## config.mk

```make
export PLATFORM = sky130hd
export DESIGN_NAME = cache_mem_adapter
export DESIGN_NICKNAME = d
export VERILOG_FILES = /design/src/design/cache_msg_pkg.sv /design/src/design/mem_bus_pkg.sv /design/src/design/sync_fifo.sv /design/src/design/req_arbiter.sv /design/src/design/bus_req_encoder.sv /design/src/design/tid_tracker.sv /design/src/design/rtrn_assembler.sv /design/src/design/cache_mem_adapter.sv
export VERILOG_INCLUDE_DIRS = /design/src /design/src/design
export SDC_FILE = /design/constraint.sdc
export NUM_CORES = 1
export LEC_CHECK = 0
export ABC_AREA = 1
export BUFFER_PORTS_ARGS = -buffer_cell sky130_fd_sc_hd__clkbuf_2
export CORE_MARGIN = 1.5
export CORE_UTILIZATION = 40
export CTS_CLUSTER_SIZE = 20
export DETAILED_ROUTE_END_ITERATION = 8
export PLACE_DENSITY = 0.62
export SYNTH_ARGS = -nofsm -noshare
export SYNTH_HDL_FRONTEND = slang
export SYNTH_SLANG_ARGS = --single-unit
```

## constraint.sdc

```tcl
create_clock -name clk_i -period 10.5 [get_ports clk_i]
set_clock_uncertainty 0.15 [all_clocks]
set_input_delay 1.575 -clock clk_i [delete_from_list [all_inputs] [get_ports clk_i]]
set_output_delay 1.575 -clock clk_i [all_outputs]
set_load 0.05 [all_outputs]
```

## src/design/adapter_defs.svh

```systemverilog
/* adapter widths and queue depths shared by the packages and the RTL */

`ifndef ADAPTER_DEFS_SVH
`define ADAPTER_DEFS_SVH

// physical address and bus beat
`define ADPT_PADDR_W     32
`define ADPT_BUS_DATA_W  64

// cache line, same for both caches
`define ADPT_LINE_W      128
`define ADPT_LINE_BEATS  2

// byte offset within one bus beat
`define ADPT_BEAT_OFF_W  3

// cache transaction id
`define ADPT_TID_W       2

// request queues and tracking queues
`define ADPT_REQ_DEPTH   2
`define ADPT_META_DEPTH  4

`endif

```

## src/design/cache_msg_pkg.sv

```systemverilog
/* cache side messages: miss requests from the instruction and data
   caches and the return packets sent back to them */

`include "adapter_defs.svh"

package cache_msg_pkg;

  // dcache request opcode
  typedef enum logic {
    DC_LOAD,
    DC_STORE
  } dc_req_type_e;

  typedef enum logic {
    DC_LOAD_ACK,
    DC_STORE_ACK
  } dc_rtrn_type_e;

  typedef struct packed {
    logic [`ADPT_PADDR_W-1:0] paddr;
    logic                     nc;
    logic [`ADPT_TID_W-1:0]   tid;
  } ic_req_t;

  // size[2] asks for a full line
  typedef struct packed {
    dc_req_type_e                rtype;
    logic [`ADPT_PADDR_W-1:0]    paddr;
    logic [2:0]                  size;
    logic [`ADPT_BUS_DATA_W-1:0] data;
    logic [`ADPT_TID_W-1:0]      tid;
  } dc_req_t;

  typedef struct packed {
    logic [`ADPT_TID_W-1:0]  tid;
    logic [`ADPT_LINE_W-1:0] data;
  } ic_rtrn_t;

  typedef struct packed {
    dc_rtrn_type_e           rtype;
    logic [`ADPT_TID_W-1:0]  tid;
    logic [`ADPT_LINE_W-1:0] data;
  } dc_rtrn_t;

endpackage

```

## src/design/mem_bus_pkg.sv

```systemverilog
/* memory bus commands and beats, with the source id that routes them */

`include "adapter_defs.svh"

package mem_bus_pkg;

  // one id bit, one per cache
  typedef enum logic {
    SRC_ICACHE = 1'b0,
    SRC_DCACHE = 1'b1
  } bus_src_e;

  typedef struct packed {
    logic [`ADPT_PADDR_W-1:0] addr;
    logic                     blen;
    logic [2:0]               size;
    bus_src_e                 id;
  } bus_rd_cmd_t;

  typedef struct packed {
    logic [`ADPT_PADDR_W-1:0]      addr;
    logic [`ADPT_BUS_DATA_W-1:0]   data;
    logic [`ADPT_BUS_DATA_W/8-1:0] be;
    logic [2:0]                    size;
    bus_src_e                      id;
  } bus_wr_cmd_t;

  typedef struct packed {
    logic [`ADPT_BUS_DATA_W-1:0] data;
    bus_src_e                    id;
    logic                        last;
  } bus_rd_beat_t;

endpackage

```

## src/design/sync_fifo.sv

```systemverilog
/* synchronous FIFO: circular buffer with a count, an empty queue can
   optionally pass its input straight through */

module sync_fifo #(
  parameter type         data_t       = logic,
  parameter int unsigned depth        = 2,
  parameter bit          fall_through = 1'b0
) (
  input  logic  clk_i,
  input  logic  rst_ni,
  input  logic  push_i,
  input  data_t data_i,
  input  logic  pop_i,
  output data_t data_o,
  output logic  full_o,
  output logic  empty_o
);

  localparam int unsigned ptr_w = (depth > 1) ? $clog2(depth) : 1;
  localparam int unsigned cnt_w = $clog2(depth + 1);

  data_t            mem_q [depth];
  logic [ptr_w-1:0] rd_ptr_q, wr_ptr_q;
  logic [cnt_w-1:0] cnt_q;
  logic             bypass, do_push, do_pop;

  // push and pop on an empty fall-through queue never touch the buffer
  assign bypass  = fall_through && (cnt_q == '0) && push_i && pop_i;
  assign do_push = push_i && !full_o && !bypass;
  assign do_pop  = pop_i && (cnt_q != '0);
  assign full_o  = (cnt_q == cnt_w'(depth));

  always_comb begin
    data_o  = mem_q[rd_ptr_q];
    empty_o = (cnt_q == '0);
    if (fall_through && (cnt_q == '0)) begin
      data_o  = data_i;
      empty_o = !push_i;
    end
  end

  always_ff @(posedge clk_i or negedge rst_ni) begin
    if (!rst_ni) begin
      rd_ptr_q <= '0;
      wr_ptr_q <= '0;
      cnt_q    <= '0;
    end else begin
      if (do_push) begin
        wr_ptr_q <= (wr_ptr_q == ptr_w'(depth - 1)) ? '0 : wr_ptr_q + 1'b1;
      end
      if (do_pop) begin
        rd_ptr_q <= (rd_ptr_q == ptr_w'(depth - 1)) ? '0 : rd_ptr_q + 1'b1;
      end
      cnt_q <= cnt_q + cnt_w'(do_push) - cnt_w'(do_pop);
    end
  end

  always_ff @(posedge clk_i) begin
    if (do_push) begin
      mem_q[wr_ptr_q] <= data_i;
    end
  end

  // the producer must look at full_o, the consumer at empty_o
  a_no_push_full: assert property (@(posedge clk_i) disable iff (!rst_ni)
    !(push_i && full_o));
  a_no_pop_empty: assert property (@(posedge clk_i) disable iff (!rst_ni)
    !(pop_i && empty_o));

endmodule

```

## src/design/req_arbiter.sv

```systemverilog
/* round-robin arbiter between the icache and dcache queue heads that
   holds its choice until the bus grants it */

module req_arbiter import mem_bus_pkg::*; (
  input  logic     clk_i,
  input  logic     rst_ni,
  input  logic     ic_valid_i,
  input  logic     dc_valid_i,
  input  logic     gnt_i,
  output bus_src_e sel_o,
  output logic     ic_pop_o,
  output logic     dc_pop_o
);

  logic     req;
  logic     lock_q;
  bus_src_e lock_sel_q, prio_q;

  assign req = ic_valid_i | dc_valid_i;

  always_comb begin
    if (lock_q) begin
      sel_o = lock_sel_q;
    end else if (ic_valid_i && dc_valid_i) begin
      sel_o = prio_q;
    end else if (dc_valid_i) begin
      sel_o = SRC_DCACHE;
    end else begin
      sel_o = SRC_ICACHE;
    end
  end

  // the granted head leaves its queue
  assign ic_pop_o = req && gnt_i && (sel_o == SRC_ICACHE);
  assign dc_pop_o = req && gnt_i && (sel_o == SRC_DCACHE);

  always_ff @(posedge clk_i or negedge rst_ni) begin
    if (!rst_ni) begin
      lock_q     <= 1'b0;
      lock_sel_q <= SRC_ICACHE;
      prio_q     <= SRC_ICACHE;
    end else if (req) begin
      if (gnt_i) begin
        lock_q <= 1'b0;
        prio_q <= (sel_o == SRC_ICACHE) ? SRC_DCACHE : SRC_ICACHE;
      end else begin
        lock_q     <= 1'b1;
        lock_sel_q <= sel_o;
      end
    end
  end

  // a waiting bus command must not switch source or lose its head
  a_sel_stable: assert property (@(posedge clk_i) disable iff (!rst_ni)
    (req && !gnt_i) |=> $stable(sel_o) &&
      ((sel_o == SRC_ICACHE) ? ic_valid_i : dc_valid_i));

endmodule

```

## src/design/bus_req_encoder.sv

```systemverilog
/* bus command encoder: maps the selected queue head onto a read or a
   write command, with byte enables for stores */

`include "adapter_defs.svh"

module bus_req_encoder import cache_msg_pkg::*; import mem_bus_pkg::*; (
  input  bus_src_e    sel_i,
  input  ic_req_t     ic_head_i,
  input  dc_req_t     dc_head_i,
  input  logic        req_valid_i,
  output logic        rd_req_o,
  output bus_rd_cmd_t rd_cmd_o,
  output logic        wr_req_o,
  output bus_wr_cmd_t wr_cmd_o
);

  localparam int unsigned be_w      = `ADPT_BUS_DATA_W / 8;
  localparam logic [2:0]  full_size = 3'(`ADPT_BEAT_OFF_W);
  localparam logic        line_blen = 1'(`ADPT_LINE_BEATS - 1);

  logic [be_w-1:0]             be_mask;
  logic [`ADPT_BEAT_OFF_W-1:0] byte_off;

  //////////////////////////////////////////////////////////////////////////
  // read channel
  //////////////////////////////////////////////////////////////////////////

  always_comb begin
    rd_cmd_o.addr = ic_head_i.paddr;
    rd_cmd_o.blen = 1'b0;
    rd_cmd_o.size = full_size;
    rd_cmd_o.id   = sel_i;
    if (sel_i == SRC_ICACHE) begin
      // ifills always read whole beats, nc fetches only one
      if (!ic_head_i.nc) begin
        rd_cmd_o.blen = line_blen;
      end
    end else begin
      rd_cmd_o.addr = dc_head_i.paddr;
      if (dc_head_i.size[2]) begin
        rd_cmd_o.blen = line_blen;
      end else begin
        rd_cmd_o.size = dc_head_i.size;
      end
    end
  end

  assign rd_req_o = req_valid_i &&
                    ((sel_i == SRC_ICACHE) || (dc_head_i.rtype == DC_LOAD));
  assign wr_req_o = req_valid_i && (sel_i == SRC_DCACHE) &&
                    (dc_head_i.rtype == DC_STORE);

  //////////////////////////////////////////////////////////////////////////
  // write channel
  //////////////////////////////////////////////////////////////////////////

  assign byte_off = dc_head_i.paddr[`ADPT_BEAT_OFF_W-1:0];

  // byte, half, word or double word
  always_comb begin
    unique case (dc_head_i.size[1:0])
      2'b00:   be_mask = be_w'(1);
      2'b01:   be_mask = be_w'(3);
      2'b10:   be_mask = be_w'(15);
      default: be_mask = '1;
    endcase
  end

  assign wr_cmd_o.addr = dc_head_i.paddr;
  assign wr_cmd_o.data = dc_head_i.data;
  assign wr_cmd_o.be   = be_mask << byte_off;
  assign wr_cmd_o.size = dc_head_i.size;
  assign wr_cmd_o.id   = SRC_DCACHE;

endmodule

```

## src/design/tid_tracker.sv

```systemverilog
/* transaction id tracking: in-order queues of granted tids for icache
   reads, dcache reads and dcache writes */

`include "adapter_defs.svh"

module tid_tracker import mem_bus_pkg::*; (
  input  logic                   clk_i,
  input  logic                   rst_ni,
  input  logic [`ADPT_TID_W-1:0] tid_i,
  input  bus_src_e               sel_i,
  input  logic                   rd_gnt_i,
  input  logic                   wr_gnt_i,
  input  logic                   ic_rd_pop_i,
  input  logic                   dc_rd_pop_i,
  input  logic                   dc_wr_pop_i,
  output logic [`ADPT_TID_W-1:0] ic_rd_tid_o,
  output logic [`ADPT_TID_W-1:0] dc_rd_tid_o,
  output logic [`ADPT_TID_W-1:0] dc_wr_tid_o,
  output logic                   ic_room_o,
  output logic                   dc_room_o
);

  typedef logic [`ADPT_TID_W-1:0] tid_t;

  logic ic_rd_full, dc_rd_full, dc_wr_full;
  logic ic_rd_push, dc_rd_push, dc_wr_push;

  assign ic_rd_push = rd_gnt_i && (sel_i == SRC_ICACHE);
  assign dc_rd_push = rd_gnt_i && (sel_i == SRC_DCACHE);
  assign dc_wr_push = wr_gnt_i && (sel_i == SRC_DCACHE);

  // a dcache head may turn into either direction
  assign ic_room_o = !ic_rd_full;
  assign dc_room_o = !dc_rd_full && !dc_wr_full;

  sync_fifo #(
    .data_t (tid_t),
    .depth  (`ADPT_META_DEPTH)
  ) i_ic_rd_tid (
    .clk_i   (clk_i),
    .rst_ni  (rst_ni),
    .push_i  (ic_rd_push),
    .data_i  (tid_i),
    .pop_i   (ic_rd_pop_i),
    .data_o  (ic_rd_tid_o),
    .full_o  (ic_rd_full),
    .empty_o ()
  );

  sync_fifo #(
    .data_t (tid_t),
    .depth  (`ADPT_META_DEPTH)
  ) i_dc_rd_tid (
    .clk_i   (clk_i),
    .rst_ni  (rst_ni),
    .push_i  (dc_rd_push),
    .data_i  (tid_i),
    .pop_i   (dc_rd_pop_i),
    .data_o  (dc_rd_tid_o),
    .full_o  (dc_rd_full),
    .empty_o ()
  );

  sync_fifo #(
    .data_t (tid_t),
    .depth  (`ADPT_META_DEPTH)
  ) i_dc_wr_tid (
    .clk_i   (clk_i),
    .rst_ni  (rst_ni),
    .push_i  (dc_wr_push),
    .data_i  (tid_i),
    .pop_i   (dc_wr_pop_i),
    .data_o  (dc_wr_tid_o),
    .full_o  (dc_wr_full),
    .empty_o ()
  );

endmodule

```

## src/design/rtrn_assembler.sv

```systemverilog
/* return path: shifts read beats into cache lines, buffers write
   responses and registers one return packet per transaction */

`include "adapter_defs.svh"

module rtrn_assembler import cache_msg_pkg::*; import mem_bus_pkg::*; (
  input  logic                   clk_i,
  input  logic                   rst_ni,
  input  logic                   rd_valid_i,
  input  bus_rd_beat_t           rd_beat_i,
  input  logic                   wr_rsp_valid_i,
  input  bus_src_e               wr_rsp_id_i,
  output logic                   wr_rsp_ready_o,
  input  logic [`ADPT_TID_W-1:0] ic_rd_tid_i,
  input  logic [`ADPT_TID_W-1:0] dc_rd_tid_i,
  input  logic [`ADPT_TID_W-1:0] dc_wr_tid_i,
  output logic                   ic_rd_pop_o,
  output logic                   dc_rd_pop_o,
  output logic                   dc_wr_pop_o,
  output logic                   icache_rtrn_vld_o,
  output ic_rtrn_t               icache_rtrn_o,
  output logic                   dcache_rtrn_vld_o,
  output dc_rtrn_t               dcache_rtrn_o
);

  typedef logic [`ADPT_LINE_BEATS-1:0][`ADPT_BUS_DATA_W-1:0] line_t;

  logic                   b_full, b_empty, b_push, b_pop;
  bus_src_e               b_id;
  logic [1:0]             beat_en;
  logic [1:0]             first_d, first_q;
  line_t                  line_d [2];
  line_t                  line_q [2];
  logic                   ic_vld_q, dc_vld_q, dc_vld_d;
  logic [`ADPT_TID_W-1:0] ic_tid_q, dc_tid_q, dc_tid_d;
  dc_rtrn_type_e          dc_type_q, dc_type_d;

  //////////////////////////////////////////////////////////////////////////
  // write response buffer
  //////////////////////////////////////////////////////////////////////////

  assign wr_rsp_ready_o = !b_full;
  assign b_push         = wr_rsp_valid_i && wr_rsp_ready_o;

  sync_fifo #(
    .data_t       (bus_src_e),
    .depth        (`ADPT_META_DEPTH),
    .fall_through (1'b1)
  ) i_wr_rsp_fifo (
    .clk_i   (clk_i),
    .rst_ni  (rst_ni),
    .push_i  (b_push),
    .data_i  (wr_rsp_id_i),
    .pop_i   (b_pop),
    .data_o  (b_id),
    .full_o  (b_full),
    .empty_o (b_empty)
  );

  //////////////////////////////////////////////////////////////////////////
  // read beat shift registers, one per cache
  //////////////////////////////////////////////////////////////////////////

  always_comb begin
    for (int s = 0; s < 2; s++) begin
      beat_en[s] = rd_valid_i && (rd_beat_i.id == bus_src_e'(s));
      line_d[s]  = line_q[s];
      first_d[s] = first_q[s];
      if (beat_en[s]) begin
        first_d[s] = rd_beat_i.last;
        line_d[s]  = {rd_beat_i.data, line_q[s][`ADPT_LINE_BEATS-1:1]};
        // a single beat transaction must end up in word 0
        if (first_q[s]) begin
          line_d[s][0] = rd_beat_i.data;
        end
      end
    end
  end

  assign ic_rd_pop_o = beat_en[SRC_ICACHE] && rd_beat_i.last;
  assign dc_rd_pop_o = beat_en[SRC_DCACHE] && rd_beat_i.last;

  // dcache read beats win, the response waits in its queue
  assign b_pop       = !b_empty && !beat_en[SRC_DCACHE];
  assign dc_wr_pop_o = b_pop && (b_id == SRC_DCACHE);

  assign dc_vld_d  = dc_rd_pop_o || dc_wr_pop_o;
  assign dc_type_d = dc_wr_pop_o ? DC_STORE_ACK : DC_LOAD_ACK;
  assign dc_tid_d  = dc_wr_pop_o ? dc_wr_tid_i : dc_rd_tid_i;

  always_ff @(posedge clk_i or negedge rst_ni) begin
    if (!rst_ni) begin
      first_q  <= '1;
      ic_vld_q <= 1'b0;
      dc_vld_q <= 1'b0;
    end else begin
      first_q  <= first_d;
      ic_vld_q <= ic_rd_pop_o;
      dc_vld_q <= dc_vld_d;
    end
  end

  always_ff @(posedge clk_i) begin
    line_q[0] <= line_d[0];
    line_q[1] <= line_d[1];
    ic_tid_q  <= ic_rd_tid_i;
    dc_tid_q  <= dc_tid_d;
    dc_type_q <= dc_type_d;
  end

  // return packets straight from registers
  assign icache_rtrn_vld_o   = ic_vld_q;
  assign icache_rtrn_o.tid   = ic_tid_q;
  assign icache_rtrn_o.data  = line_q[SRC_ICACHE];
  assign dcache_rtrn_vld_o   = dc_vld_q;
  assign dcache_rtrn_o.rtype = dc_type_q;
  assign dcache_rtrn_o.tid   = dc_tid_q;
  assign dcache_rtrn_o.data  = line_q[SRC_DCACHE];

  // only the dcache issues writes
  a_wr_rsp_dcache: assert property (@(posedge clk_i) disable iff (!rst_ni)
    wr_rsp_valid_i |-> (wr_rsp_id_i == SRC_DCACHE));

endmodule

```

## src/design/cache_mem_adapter.sv

```systemverilog
/* cache to memory bus adapter: queues icache and dcache misses,
   arbitrates them onto the split bus and returns one packet per miss */

`include "adapter_defs.svh"

module cache_mem_adapter import cache_msg_pkg::*; import mem_bus_pkg::*; (
  input  logic         clk_i,
  input  logic         rst_ni,
  // icache
  input  logic         icache_req_i,
  output logic         icache_ack_o,
  input  ic_req_t      icache_data_i,
  output logic         icache_rtrn_vld_o,
  output ic_rtrn_t     icache_rtrn_o,
  // dcache
  input  logic         dcache_req_i,
  output logic         dcache_ack_o,
  input  dc_req_t      dcache_data_i,
  output logic         dcache_rtrn_vld_o,
  output dc_rtrn_t     dcache_rtrn_o,
  // bus read side
  output logic         bus_rd_req_o,
  output bus_rd_cmd_t  bus_rd_cmd_o,
  input  logic         bus_rd_gnt_i,
  input  logic         bus_rd_valid_i,
  input  bus_rd_beat_t bus_rd_beat_i,
  // bus write side
  output logic         bus_wr_req_o,
  output bus_wr_cmd_t  bus_wr_cmd_o,
  input  logic         bus_wr_gnt_i,
  input  logic         bus_wr_rsp_valid_i,
  input  bus_src_e     bus_wr_rsp_id_i,
  output logic         bus_wr_rsp_ready_o
);

  ic_req_t                ic_head;
  dc_req_t                dc_head;
  logic                   ic_full, ic_empty, dc_full, dc_empty;
  logic                   ic_pop, dc_pop, ic_room, dc_room;
  logic                   ic_elig, dc_elig, req_valid, gnt;
  bus_src_e               sel;
  logic [`ADPT_TID_W-1:0] sel_tid, ic_rd_tid, dc_rd_tid, dc_wr_tid;
  logic                   ic_rd_pop, dc_rd_pop, dc_wr_pop;

  ////////////////////////////////////////////////////////////////////////////
  // request queues and arbitration
  ////////////////////////////////////////////////////////////////////////////

  assign icache_ack_o = icache_req_i && !ic_full;
  assign dcache_ack_o = dcache_req_i && !dc_full;

  sync_fifo #(
    .data_t (ic_req_t),
    .depth  (`ADPT_REQ_DEPTH)
  ) i_ic_req_fifo (
    .clk_i   (clk_i),
    .rst_ni  (rst_ni),
    .push_i  (icache_ack_o),
    .data_i  (icache_data_i),
    .pop_i   (ic_pop),
    .data_o  (ic_head),
    .full_o  (ic_full),
    .empty_o (ic_empty)
  );

  sync_fifo #(
    .data_t (dc_req_t),
    .depth  (`ADPT_REQ_DEPTH)
  ) i_dc_req_fifo (
    .clk_i   (clk_i),
    .rst_ni  (rst_ni),
    .push_i  (dcache_ack_o),
    .data_i  (dcache_data_i),
    .pop_i   (dc_pop),
    .data_o  (dc_head),
    .full_o  (dc_full),
    .empty_o (dc_empty)
  );

  // a head waits while its tid queue has no room
  assign ic_elig   = !ic_empty && ic_room;
  assign dc_elig   = !dc_empty && dc_room;
  assign req_valid = ic_elig || dc_elig;
  assign gnt       = bus_rd_gnt_i || bus_wr_gnt_i;

  req_arbiter i_req_arbiter (
    .clk_i      (clk_i),
    .rst_ni     (rst_ni),
    .ic_valid_i (ic_elig),
    .dc_valid_i (dc_elig),
    .gnt_i      (gnt),
    .sel_o      (sel),
    .ic_pop_o   (ic_pop),
    .dc_pop_o   (dc_pop)
  );

  bus_req_encoder i_bus_req_encoder (
    .sel_i       (sel),
    .ic_head_i   (ic_head),
    .dc_head_i   (dc_head),
    .req_valid_i (req_valid),
    .rd_req_o    (bus_rd_req_o),
    .rd_cmd_o    (bus_rd_cmd_o),
    .wr_req_o    (bus_wr_req_o),
    .wr_cmd_o    (bus_wr_cmd_o)
  );

  ////////////////////////////////////////////////////////////////////////////
  // tracking and return path
  ////////////////////////////////////////////////////////////////////////////

  assign sel_tid = (sel == SRC_ICACHE) ? ic_head.tid : dc_head.tid;

  tid_tracker i_tid_tracker (
    .clk_i       (clk_i),
    .rst_ni      (rst_ni),
    .tid_i       (sel_tid),
    .sel_i       (sel),
    .rd_gnt_i    (bus_rd_gnt_i),
    .wr_gnt_i    (bus_wr_gnt_i),
    .ic_rd_pop_i (ic_rd_pop),
    .dc_rd_pop_i (dc_rd_pop),
    .dc_wr_pop_i (dc_wr_pop),
    .ic_rd_tid_o (ic_rd_tid),
    .dc_rd_tid_o (dc_rd_tid),
    .dc_wr_tid_o (dc_wr_tid),
    .ic_room_o   (ic_room),
    .dc_room_o   (dc_room)
  );

  rtrn_assembler i_rtrn_assembler (
    .clk_i             (clk_i),
    .rst_ni            (rst_ni),
    .rd_valid_i        (bus_rd_valid_i),
    .rd_beat_i         (bus_rd_beat_i),
    .wr_rsp_valid_i    (bus_wr_rsp_valid_i),
    .wr_rsp_id_i       (bus_wr_rsp_id_i),
    .wr_rsp_ready_o    (bus_wr_rsp_ready_o),
    .ic_rd_tid_i       (ic_rd_tid),
    .dc_rd_tid_i       (dc_rd_tid),
    .dc_wr_tid_i       (dc_wr_tid),
    .ic_rd_pop_o       (ic_rd_pop),
    .dc_rd_pop_o       (dc_rd_pop),
    .dc_wr_pop_o       (dc_wr_pop),
    .icache_rtrn_vld_o (icache_rtrn_vld_o),
    .icache_rtrn_o     (icache_rtrn_o),
    .dcache_rtrn_vld_o (dcache_rtrn_vld_o),
    .dcache_rtrn_o     (dcache_rtrn_o)
  );

endmodule

```

; ---- Word level (Yosys, flattened, before mapping)
; Memory sizes are Yosys's and may differ from the RTL's. A register that Yosys moved wholly into a read port is not among the register bits.
; Cells that the tools add are included.
[totals]
n_memories = 7
ram_bits = 558
output_inout_bits = 413
wordCells = 190
regBits = 46
[op_classes]
bitwise = 5
mux = 45
reduce_logical = 65
add_sub_neg = 24
n_eq_ne = 16
shift = 1
[memory_table]
columns = memory, words, width, rd, rd_clocked_by_memory_dff, write_ports, line
row1 = i_rtrn_assembler.line_q, 2, 128, 2, 0, 2, rtrn_assembler.sv:33  ; line_t line_q [2];
row2 = i_dc_req_fifo.mem_q, 2, 102, 1, 0, 1, sync_fifo.sv:22  ; data_t mem_q [depth];
row3 = i_ic_req_fifo.mem_q, 2, 35, 1, 0, 1, sync_fifo.sv:22
row4 = i_tid_tracker.i_dc_rd_tid.mem_q, 4, 2, 1, 0, 1, sync_fifo.sv:22
row5 = i_tid_tracker.i_dc_wr_tid.mem_q, 4, 2, 1, 0, 1, sync_fifo.sv:22
row6 = i_tid_tracker.i_ic_rd_tid.mem_q, 4, 2, 1, 1, 1, sync_fifo.sv:22
row7 = 1 more memories, n/a, n/a, n/a, n/a, n/a, n/a
[op_table]
columns = operator, n
row1 = 128-bit two-way mux, 2
row2 = 64-bit two-way mux, 2
row3 = 1-bit logical AND, 37
row4 = 32-bit two-way mux, 1
row5 = 1-bit two-way mux, 27
row6 = 2-bit two-way mux, 12
row7 = 8-bit one-hot mux with 3 select lines, 1
row8 = 2-bit == test (second input constant), 11
row9 = 2-bit by 1-bit adder with 2-bit output (second input constant), 8
row10 = 3-bit by 1-bit adder with 3-bit output, 4
row11 = 3-bit == test (second input constant), 4
row12 = 1-bit logical NOT, 12
row13 = 3-bit nonzero test, 4
row14 = 3-bit by 1-bit subtractor with 3-bit output, 4
row15 = 8-bit by 3-bit << shifter with 8-bit output, 1
row16 = 2-bit logical NOT, 3
row17 = 1-bit adder (second input constant), 4
row18 = 2-bit by 1-bit adder with 2-bit output, 2
row19 = 1-bit logical OR, 4
row20 = 1-bit NOT, 4
row21 = 2-bit AND reduction, 2
row22 = 2-bit nonzero test, 2
row23 = 2-bit by 1-bit subtractor with 2-bit output, 2
row24 = 3-bit logical NOT, 1
row25 = 2 further kinds, 2

; ---- Logic depth before layout (Yosys ltp)
; Gate-level depths: netlist of run 1.
[logic_depth]
depth_word = 12
depth_mapped = 15
ltp_nobuf = 14

; ---- Hierarchy
; Synthesis of run 1 repeated with hierarchy kept, for this count alone.
[unflattened]
hier_cells = 2112
hier_area_um2 = 25052.8
[by_module_without_submodules]
columns = mod, instances, area_each_um2, cells_each
row1 = rtrn_assembler, 1, 9684.3, 705
row2 = sync_fifo at i_dc_req_fifo, 1, 7693.6, 567
row3 = sync_fifo at i_ic_req_fifo, 1, 2842.7, 216
row4 = sync_fifo at i_tid_tracker.i_dc_rd_tid ..., 3, 819.5, 83
row5 = bus_req_encoder, 1, 1423.9, 247
row6 = sync_fifo at i_rtrn_assembler.i_wr_rsp_fifo, 1, 670.6, 76
row7 = req_arbiter, 1, 175.2, 25
row8 = cache_mem_adapter, 1, 73.8, 19
row9 = tid_tracker, 1, 30.0, 8

; ---- Worst setup path before layout of run 1
; OpenSTA, ideal clock, no wires.
[synth_path]
kind = in2reg
start = input bus_rd_valid_i
end = register i_tid_tracker.i_ic_rd_tid.cnt_q[2]
arrival_ns = 8.780
required_ns = 10.221
path_stages = 9
slack_ns = 1.441
path_buffers = 0
cell_sequence = inv_1 -> nor2_1 -> nand2_1 -> nor2_1 -> ha_1 -> inv_1 -> ha_1 -> fa_1 -> xor2_1
[synth_via]
elab_chain_cells = 4
[synth_rtl]
columns = item, line
row1 = start: declaration, cache_mem_adapter.sv:25  ; input logic bus_rd_valid_i,
row2 = 1-bit logical AND, rtrn_assembler.sv:66  ; beat_en[s] = rd_valid_i && (rd_beat_i.id == bus_src_e'(s));
row3 = named net i_rtrn_assembler.beat_en[0], rtrn_assembler.sv:30  ; logic [1:0] beat_en;
row4 = 1-bit logical AND, rtrn_assembler.sv:80  ; assign ic_rd_pop_o = beat_en[SRC_ICACHE] && rd_beat_i.last;
row5 = 1-bit logical AND, sync_fifo.sv:30  ; assign do_pop = pop_i && (cnt_q != '0);
row6 = named net i_tid_tracker.i_ic_rd_tid.do_pop, sync_fifo.sv:25  ; logic bypass, do_push, do_pop;
row7 = 3-bit by 1-bit subtractor with 3-bit output, sync_fifo.sv:54  ; cnt_q <= cnt_q + cnt_w'(do_push) - cnt_w'(do_pop);
row8 = end signal: assignment, sync_fifo.sv:54
row9 = end: declaration, sync_fifo.sv:24  ; logic [cnt_w-1:0] cnt_q;
; The timed path passes the listed nets, and every way through them passes these cells.
; A chain may end at the register's enable or synchronous reset.

==> results of run 1 <==
==> cells by family after synthesis <==
logic type	after synthesis	synth area share (%)
XOR/XNOR	12	0.450
buffers and inverters	155	2.96
AND/OR/NAND/NOR	882	14.4
adder cells (fa/ha/maj)	36	2.06
multiplexers	31	1.33
other	2	0.0321
flip-flops	606	76.8
AO/OA/AOI/OAI	86	2.03
==> through the flow <==
stage                     util, %  setup WS (ns)  hold WS (ns)  cell area (sq um)  instances
after global routing         51.0           4.69         0.383              29400       3272
after detailed placement     47.3           5.64         0.324              27300       3150
after floorplan                 -           1.44         0.303              23400       1810
final                        51.0           5.02         0.332              29400       3274
after global placement       47.3           5.70         0.320              27300       3150
after CTS                    51.0           4.99         0.339              29400       3270
==> flip-flops by register name, summed over array words and instances, names as in the netlist, 4 cells and up <==
register and flops:
i_rtrn_assembler.i_wr_rsp_fifo.mem_q 4, i_tid_tracker.i_ic_rd_tid.mem_q 8, i_rtrn_assembler.line_q 256, i_dc_req_fifo.mem_q 204, i_tid_tracker.i_dc_wr_tid.mem_q 8, i_tid_tracker.i_dc_rd_tid.mem_q 8, i_ic_req_fifo.mem_q 70
==> worst paths after layout <==
kind | slack [ns] | endpoint | from | cells past startpoint
worst max-delay path | 5.02 | bus_wr_cmd_o[11] | i_dc_req_fifo.rd_ptr_q | 10
worst min-delay path | 0.33 | i_req_arbiter.prio_q | i_req_arbiter.prio_q | 2
worst max register to register | 7.20 | i_tid_tracker.i_ic_rd_tid.cnt_q[2] | i_tid_tracker.i_dc_rd_tid.cnt_q[1] | 14
worst min register to register | 0.33 | i_req_arbiter.prio_q | i_req_arbiter.prio_q | 2
max in group asynchronous | 8.80 | i_dc_req_fifo.rd_ptr_q | rst_ni | 2
min in group asynchronous | 0.94 | i_tid_tracker.i_dc_wr_tid.cnt_q[1] | rst_ni | 2
==> Yosys cell counts <==
cell / n
nand3_1: 15
dfxtp_1: 5
a21oi_1: 5
xor2_1: 6
fa_1: 4
dfrtp_1: 41
nand2_1: 790
o21ai_2: 5
buf_4: 6
a21oi_2: 1
ha_1: 32
a31oi_1: 2
o21ai_0: 44
or2_1: 1
nand4_1: 1
nand3_2: 1
clkbuf_1: 18
inv_2: 2
nor3_1: 1
buf_2: 27
edfxtp_1: 558
buf_8: 1
inv_6: 1
conb_1: 2
a21boi_0: 1
buf_6: 5
o32ai_1: 2
o21bai_1: 1
dfstp_2: 2
o21ai_1: 20
o22ai_1: 5
buf_1: 10
nor2_1: 65
inv_1: 85
nor2_2: 2
xnor2_1: 6
nand2_2: 6
mux2i_1: 31
==> layout make-up <==
type	instances	area (sq um)
inverters	88	339
flip-flops and latches	606	17900
multi-input cells	1049	4780
diodes	4	10.0
clock buffers	86	1780
clock inverters	34	334
repair buffers	642	3280
fillers	5012	28300
well taps	765	957
==> metal layers <==
layer | GRT usage (%) | up-vias | share of wire [%]
met1 | 23.0 | 7255 | 37
met3 | 7.47 | 123 | 9.5
li1 | - | 7393 | -
met5 | 0 | - | 0.13
met4 | 8.10 | 14 | 3.6
met2 | 33.9 | 604 | 49
==> power by group <==
group / switching [uW] / leakage [uW] / total, uW / internal, uW
logic: 2980 / 0.00613 / 3740 / 761
clock network: 922 / 0.00103 / 2250 / 1330
registers: 190 / 0.00576 / 3360 / 3170
==> worst max-delay path, cell delays in order (launching register included) <==
cell	delay, ns
dfrtp_4	0.68
clkinv_2	0.29
buf_4	0.48
buf_4	0.53
nand2_1	0.09
nand2_1	0.10
inv_1	0.12
o21ai_0	0.24
inv_1	0.09
o22ai_1	0.12
clkbuf_2	0.30
==> results.py, run 1 <==
metrics = {
    "run_status": {
        "status": "finished, final reports clean",
    },
    "sta": {
        "min_period_ns": 5.48,
        "finalCritPeriodShare_pct": 52.2,
        "hold_violations": 0,
        "slew_viol_final": 0,
        "worst-slew-pin-transition_ns": 0.969,
        "max_freq_ghz": 0.183,
        "finalSetupViolCount": 0,
        "grt_setup_unrepaired": "false",
        "setup_tns_ns": 0,
        "slew_headroom_pct": 35.4,
    },
    "setup_path": {
        "cp_max_fo": 47,
        "crit_arrival_ns": 3.75,
        "endpoint_kind": "output port",
        "cp.required_ns": 8.78,
        "crit_type": "flip-flop to output port",
        "cp-start-kind": "flip-flop",
    },
    "yosys": {
        "synthDistinctLibCells": 38,
        "ys_warn_count": 0,
        "yosys-top-cells-area": "edfxtp_1 (72%), nand2_1 (13%), dfrtp_1 (4.4%), ha_1 (1.7%), inv_1 (1.4%)",
        "yosys_register_bits": 606,
        "synth_seq_area_share_pct": 76.8,
        "synth_top_cell_by_area": "edfxtp_1",
        "synth_nets": 2058,
        "netlist.area_leader.share_pct": 71.7,
        "synth_area_per_cell_sq_um": 12.9,
        "syn_area_sq_um": 23400,
        "syn_inst": 1810,
    },
    "finish": {
        "final_cell_mix": "nand2_1 (790), clkbuf_2 (622), edfxtp_1 (558)",
        "area_growth_pct": 25.9,
        "final_common_cell": "nand2_1",
        "final_net_count": 2701,
        "drive_gt1_share_pct": 30.4,
    },
    "route": {
        "wire_per_inst_um": 18.8,
        "first_pass_iters": 5,
        "drt_iter0_drc": 862,
        "drc_errors": 0,
        "antenna_left": 0,
        "vias": 15389,
        "drt_wl_total_mm": 61.5,
        "routed_via_density": 4.70,
    },
    "placement": {
        "dp_hpwl_mm": 42.7,
        "io_buffers": 622,
        "globalplace.congestion": 0.879,
    },
    "power": {
        "p_leak_uw": 0.0129,
        "power_density_nw_per_um2": 318,
        "ir_worst_vdd_mv": 0.284,
        "finalPower_uw": 9350,
    },
    "clocking": {
        "post_cts_buffers": 0,
        "cts_root_buffer": "clkbuf_16",
        "cts_made_buffers": 66,
        "clk_latency_ns": 0.60,
        "h-tree-depth": 3,
        "clock_sinks": 606,
        "ctsLongestPathBuffers": 3,
        "cts_tree": "done",
        "clk_pin_slew_ns": 0.06,
        "cts_resized": 0,
        "cts_hold_buf": 0,
    },
    "worst_hold_path": {
        "hp-class": "flip-flop to flip-flop",
    },
    "die": {
        "dieArea_sq_um": 59900,
        "start_util_pct": 40.5,
        "fp.dieW_um": 245,
        "die_h_um": 245,
        "floorplan.rows": 88,
        "io_pins": 625,
        "core_sq_um": 57700,
    },
    "global_routing": {
        "grt_max_degree": 131,
        "overflow": 0,
        "grt_pass1_vias": 15124,
        "grt_usage_pct": 20.1,
        "grt_pass1_wl_mm": 90.8,
        "antenna_found_initial": 11,
    },
    "flow_run": {
        "max_cap_violations": 0,
    },
}
(Power assumes the default switching activity.)
==> run 2, diff against run 1 <==
==> constraint.sdc (replaced) <==
create_clock -name clk_i -period 5.25 [get_ports clk_i]
set_clock_uncertainty 0.15 [all_clocks]
set_input_delay 0.7875 -clock clk_i [delete_from_list [all_inputs] [get_ports clk_i]]
set_output_delay 0.7875 -clock clk_i [all_outputs]
set_load 0.05 [all_outputs]
==> results.py, run 2 (same netlist as run 1, synthesis figures left out) <==
metrics = {
    "setup_path": {
        "cpMostUsedCell": "nand2_1",
        "cp-start-kind": "flip-flop",
        "path_buf_inv": 2,
        "crit_family": "buffers and inverters",
        "crit_type": "flip-flop to output port",
        "crit_path_max_incr_delay_ns": 0.89,
        "crit_chain": "clkinv_2, or2_1, o21ai_2, nand2_1, a21oi_1, nand2_1, o21ai_0, clkbuf_2",
        "cp.required_ns": 4.31,
        "critPathSlowestCell": "dfrtp_4",
        "cp_max_fo": 62,
        "crit_arrival_ns": 3.56,
        "endpoint_kind": "output port",
    },
    "die": {
        "die_h_um": 245,
        "io_pins": 625,
        "dieArea_sq_um": 59900,
        "core_sq_um": 57700,
        "fp.dieW_um": 245,
        "floorplan.rows": 88,
        "start_util_pct": 40.5,
    },
    "sta": {
        "max_freq_ghz": 0.222,
        "finalCritPeriodShare_pct": 85.6,
        "slew_viol_final": 0,
        "setup_tns_ns": 0,
        "min_period_ns": 4.50,
        "hold_violations": 0,
        "grt_setup_unrepaired": "false",
        "finalSetupViolCount": 0,
        "slew_headroom_pct": 24.0,
        "worst-slew-pin-transition_ns": 1.14,
    },
    "worst_hold_path": {
        "hp-class": "primary input to async pin",
    },
    "finish": {
        "largest-register": "i_rtrn_assembler.line_q",
        "drive_gt1_share_pct": 29.9,
        "area_growth_pct": 24.8,
        "largest_reg_flops": 256,
        "final_common_cell": "nand2_1",
        "antennaDiodeCount": 0,
        "final_area_sq_um": 29200,
        "reg_top3": "i_rtrn_assembler.line_q: 256 flops, i_dc_req_fifo.mem_q: 204 flops, i_ic_req_fifo.mem_q: 70 flops",
        "final_cell_mix": "nand2_1 (790), clkbuf_2 (622), edfxtp_1 (558)",
        "final_net_count": 2697,
    },
    "clocking": {
        "clock_sinks": 606,
        "cts_hold_buf": 0,
        "post_cts_buffers": 0,
        "cts_resized": 0,
        "cts_root_buffer": "clkbuf_16",
        "clk_latency_ns": 0.61,
        "clk_pin_slew_ns": 0.06,
        "h-tree-depth": 2,
        "cts_tree": "done",
        "ctsLongestPathBuffers": 3,
        "cts_made_buffers": 61,
    },
    "route": {
        "first_pass_iters": 5,
        "drt_iter0_drc": 824,
        "wire_per_inst_um": 19.3,
        "drc_errors": 0,
        "drt_wl_total_mm": 62.9,
        "antenna_left": 0,
        "vias": 15560,
        "routed_via_density": 4.77,
    },
    "placement": {
        "dp_hpwl_mm": 44.1,
        "io_buffers": 622,
        "globalplace.congestion": 0.888,
        "place_area_sq_um": 27300,
    },
    "global_routing": {
        "grt_pass1_vias": 15503,
        "grt_pass1_wl_mm": 93.3,
        "overflow": 0,
        "grt_usage_pct": 20.4,
        "grt_max_degree": 130,
        "antenna_found_initial": 4,
    },
    "power": {
        "ir_worst_vdd_mv": 0.471,
        "p_leak_uw": 0.0128,
        "finalPower_uw": 18300,
        "power_density_nw_per_um2": 627,
    },
    "run_status": {
        "status": "finished, final reports clean",
    },
    "flow_run": {
        "max_cap_violations": 0,
    },
}
-- run 2: through the flow --
step	cells	hold WS (ns)	worst slack, ns	utilization, %
floorplan	1810	0.303	0.593	-
global placement	3151	0.316	1.39	47.4
detailed placement	3151	0.338	1.38	47.4
CTS	3260	0.124	0.723	50.6
global route	3260	0.152	0.450	50.6
finish	3260	0.131	0.754	50.6
-- run 2: cell type report --
| type | count | area, sq um |
|---|---|---|
| timing repair buffer | 643 | 3310 |
| fill | 5053 | 28500 |
| inverter | 88 | 340 |
| multi-input combinational | 1049 | 4780 |
| tap | 765 | 957 |
| clock inverter | 25 | 215 |
| clock buffer | 84 | 1630 |
| sequential | 606 | 17900 |
-- run 2: report_power, final --
group,internal [uW],total [uW],switching (uW)
logic,1540,7460,5930
registers,6340,6740,405
clock network,2350,4090,1740
-- run 2: worst reg2reg max path, stage by stage (launching register included) --
cell and delay (ns):
dfrtp_1 0.38, inv_1 0.09, nand3_1 0.12, inv_1 0.08
nor2_2 0.11, nand3_2 0.07, nand2_2 0.37, nand2_2 0.20
ha_1 0.34, inv_1 0.06, ha_1 0.14, inv_1 0.05
fa_1 0.38, xnor2_1 0.19, xor2_1 0.16
-- run 2: worst paths after layout --
check                                                    from                               endpoint  slack (ns)  cells past startpoint
min in group clk_i                          dcache_data_i[37]             i_dc_req_fifo.mem_q[0][37]        0.23                      1
min                                                    rst_ni  i_tid_tracker.i_dc_rd_tid.wr_ptr_q[0]        0.13                      2
max reg2reg                i_tid_tracker.i_dc_rd_tid.cnt_q[1]     i_tid_tracker.i_dc_rd_tid.cnt_q[2]        2.28                     14
max in group asynchronous                              rst_ni                 i_dc_req_fifo.rd_ptr_q        4.36                      2
min reg2reg                              i_req_arbiter.prio_q                   i_req_arbiter.prio_q        0.35                      2
max                                    i_dc_req_fifo.rd_ptr_q                       bus_wr_cmd_o[10]        0.75                      8
-- run 2: routing by layer --
| layer | track usage [%] | wire length [um] |
|---|---|---|
| met5 | 0 | 45 |
| met4 | 6.37 | 1790 |
| met1 | 23.9 | 23300 |
| met2 | 35.5 | 31700 |
| met3 | 6.67 | 6040 |
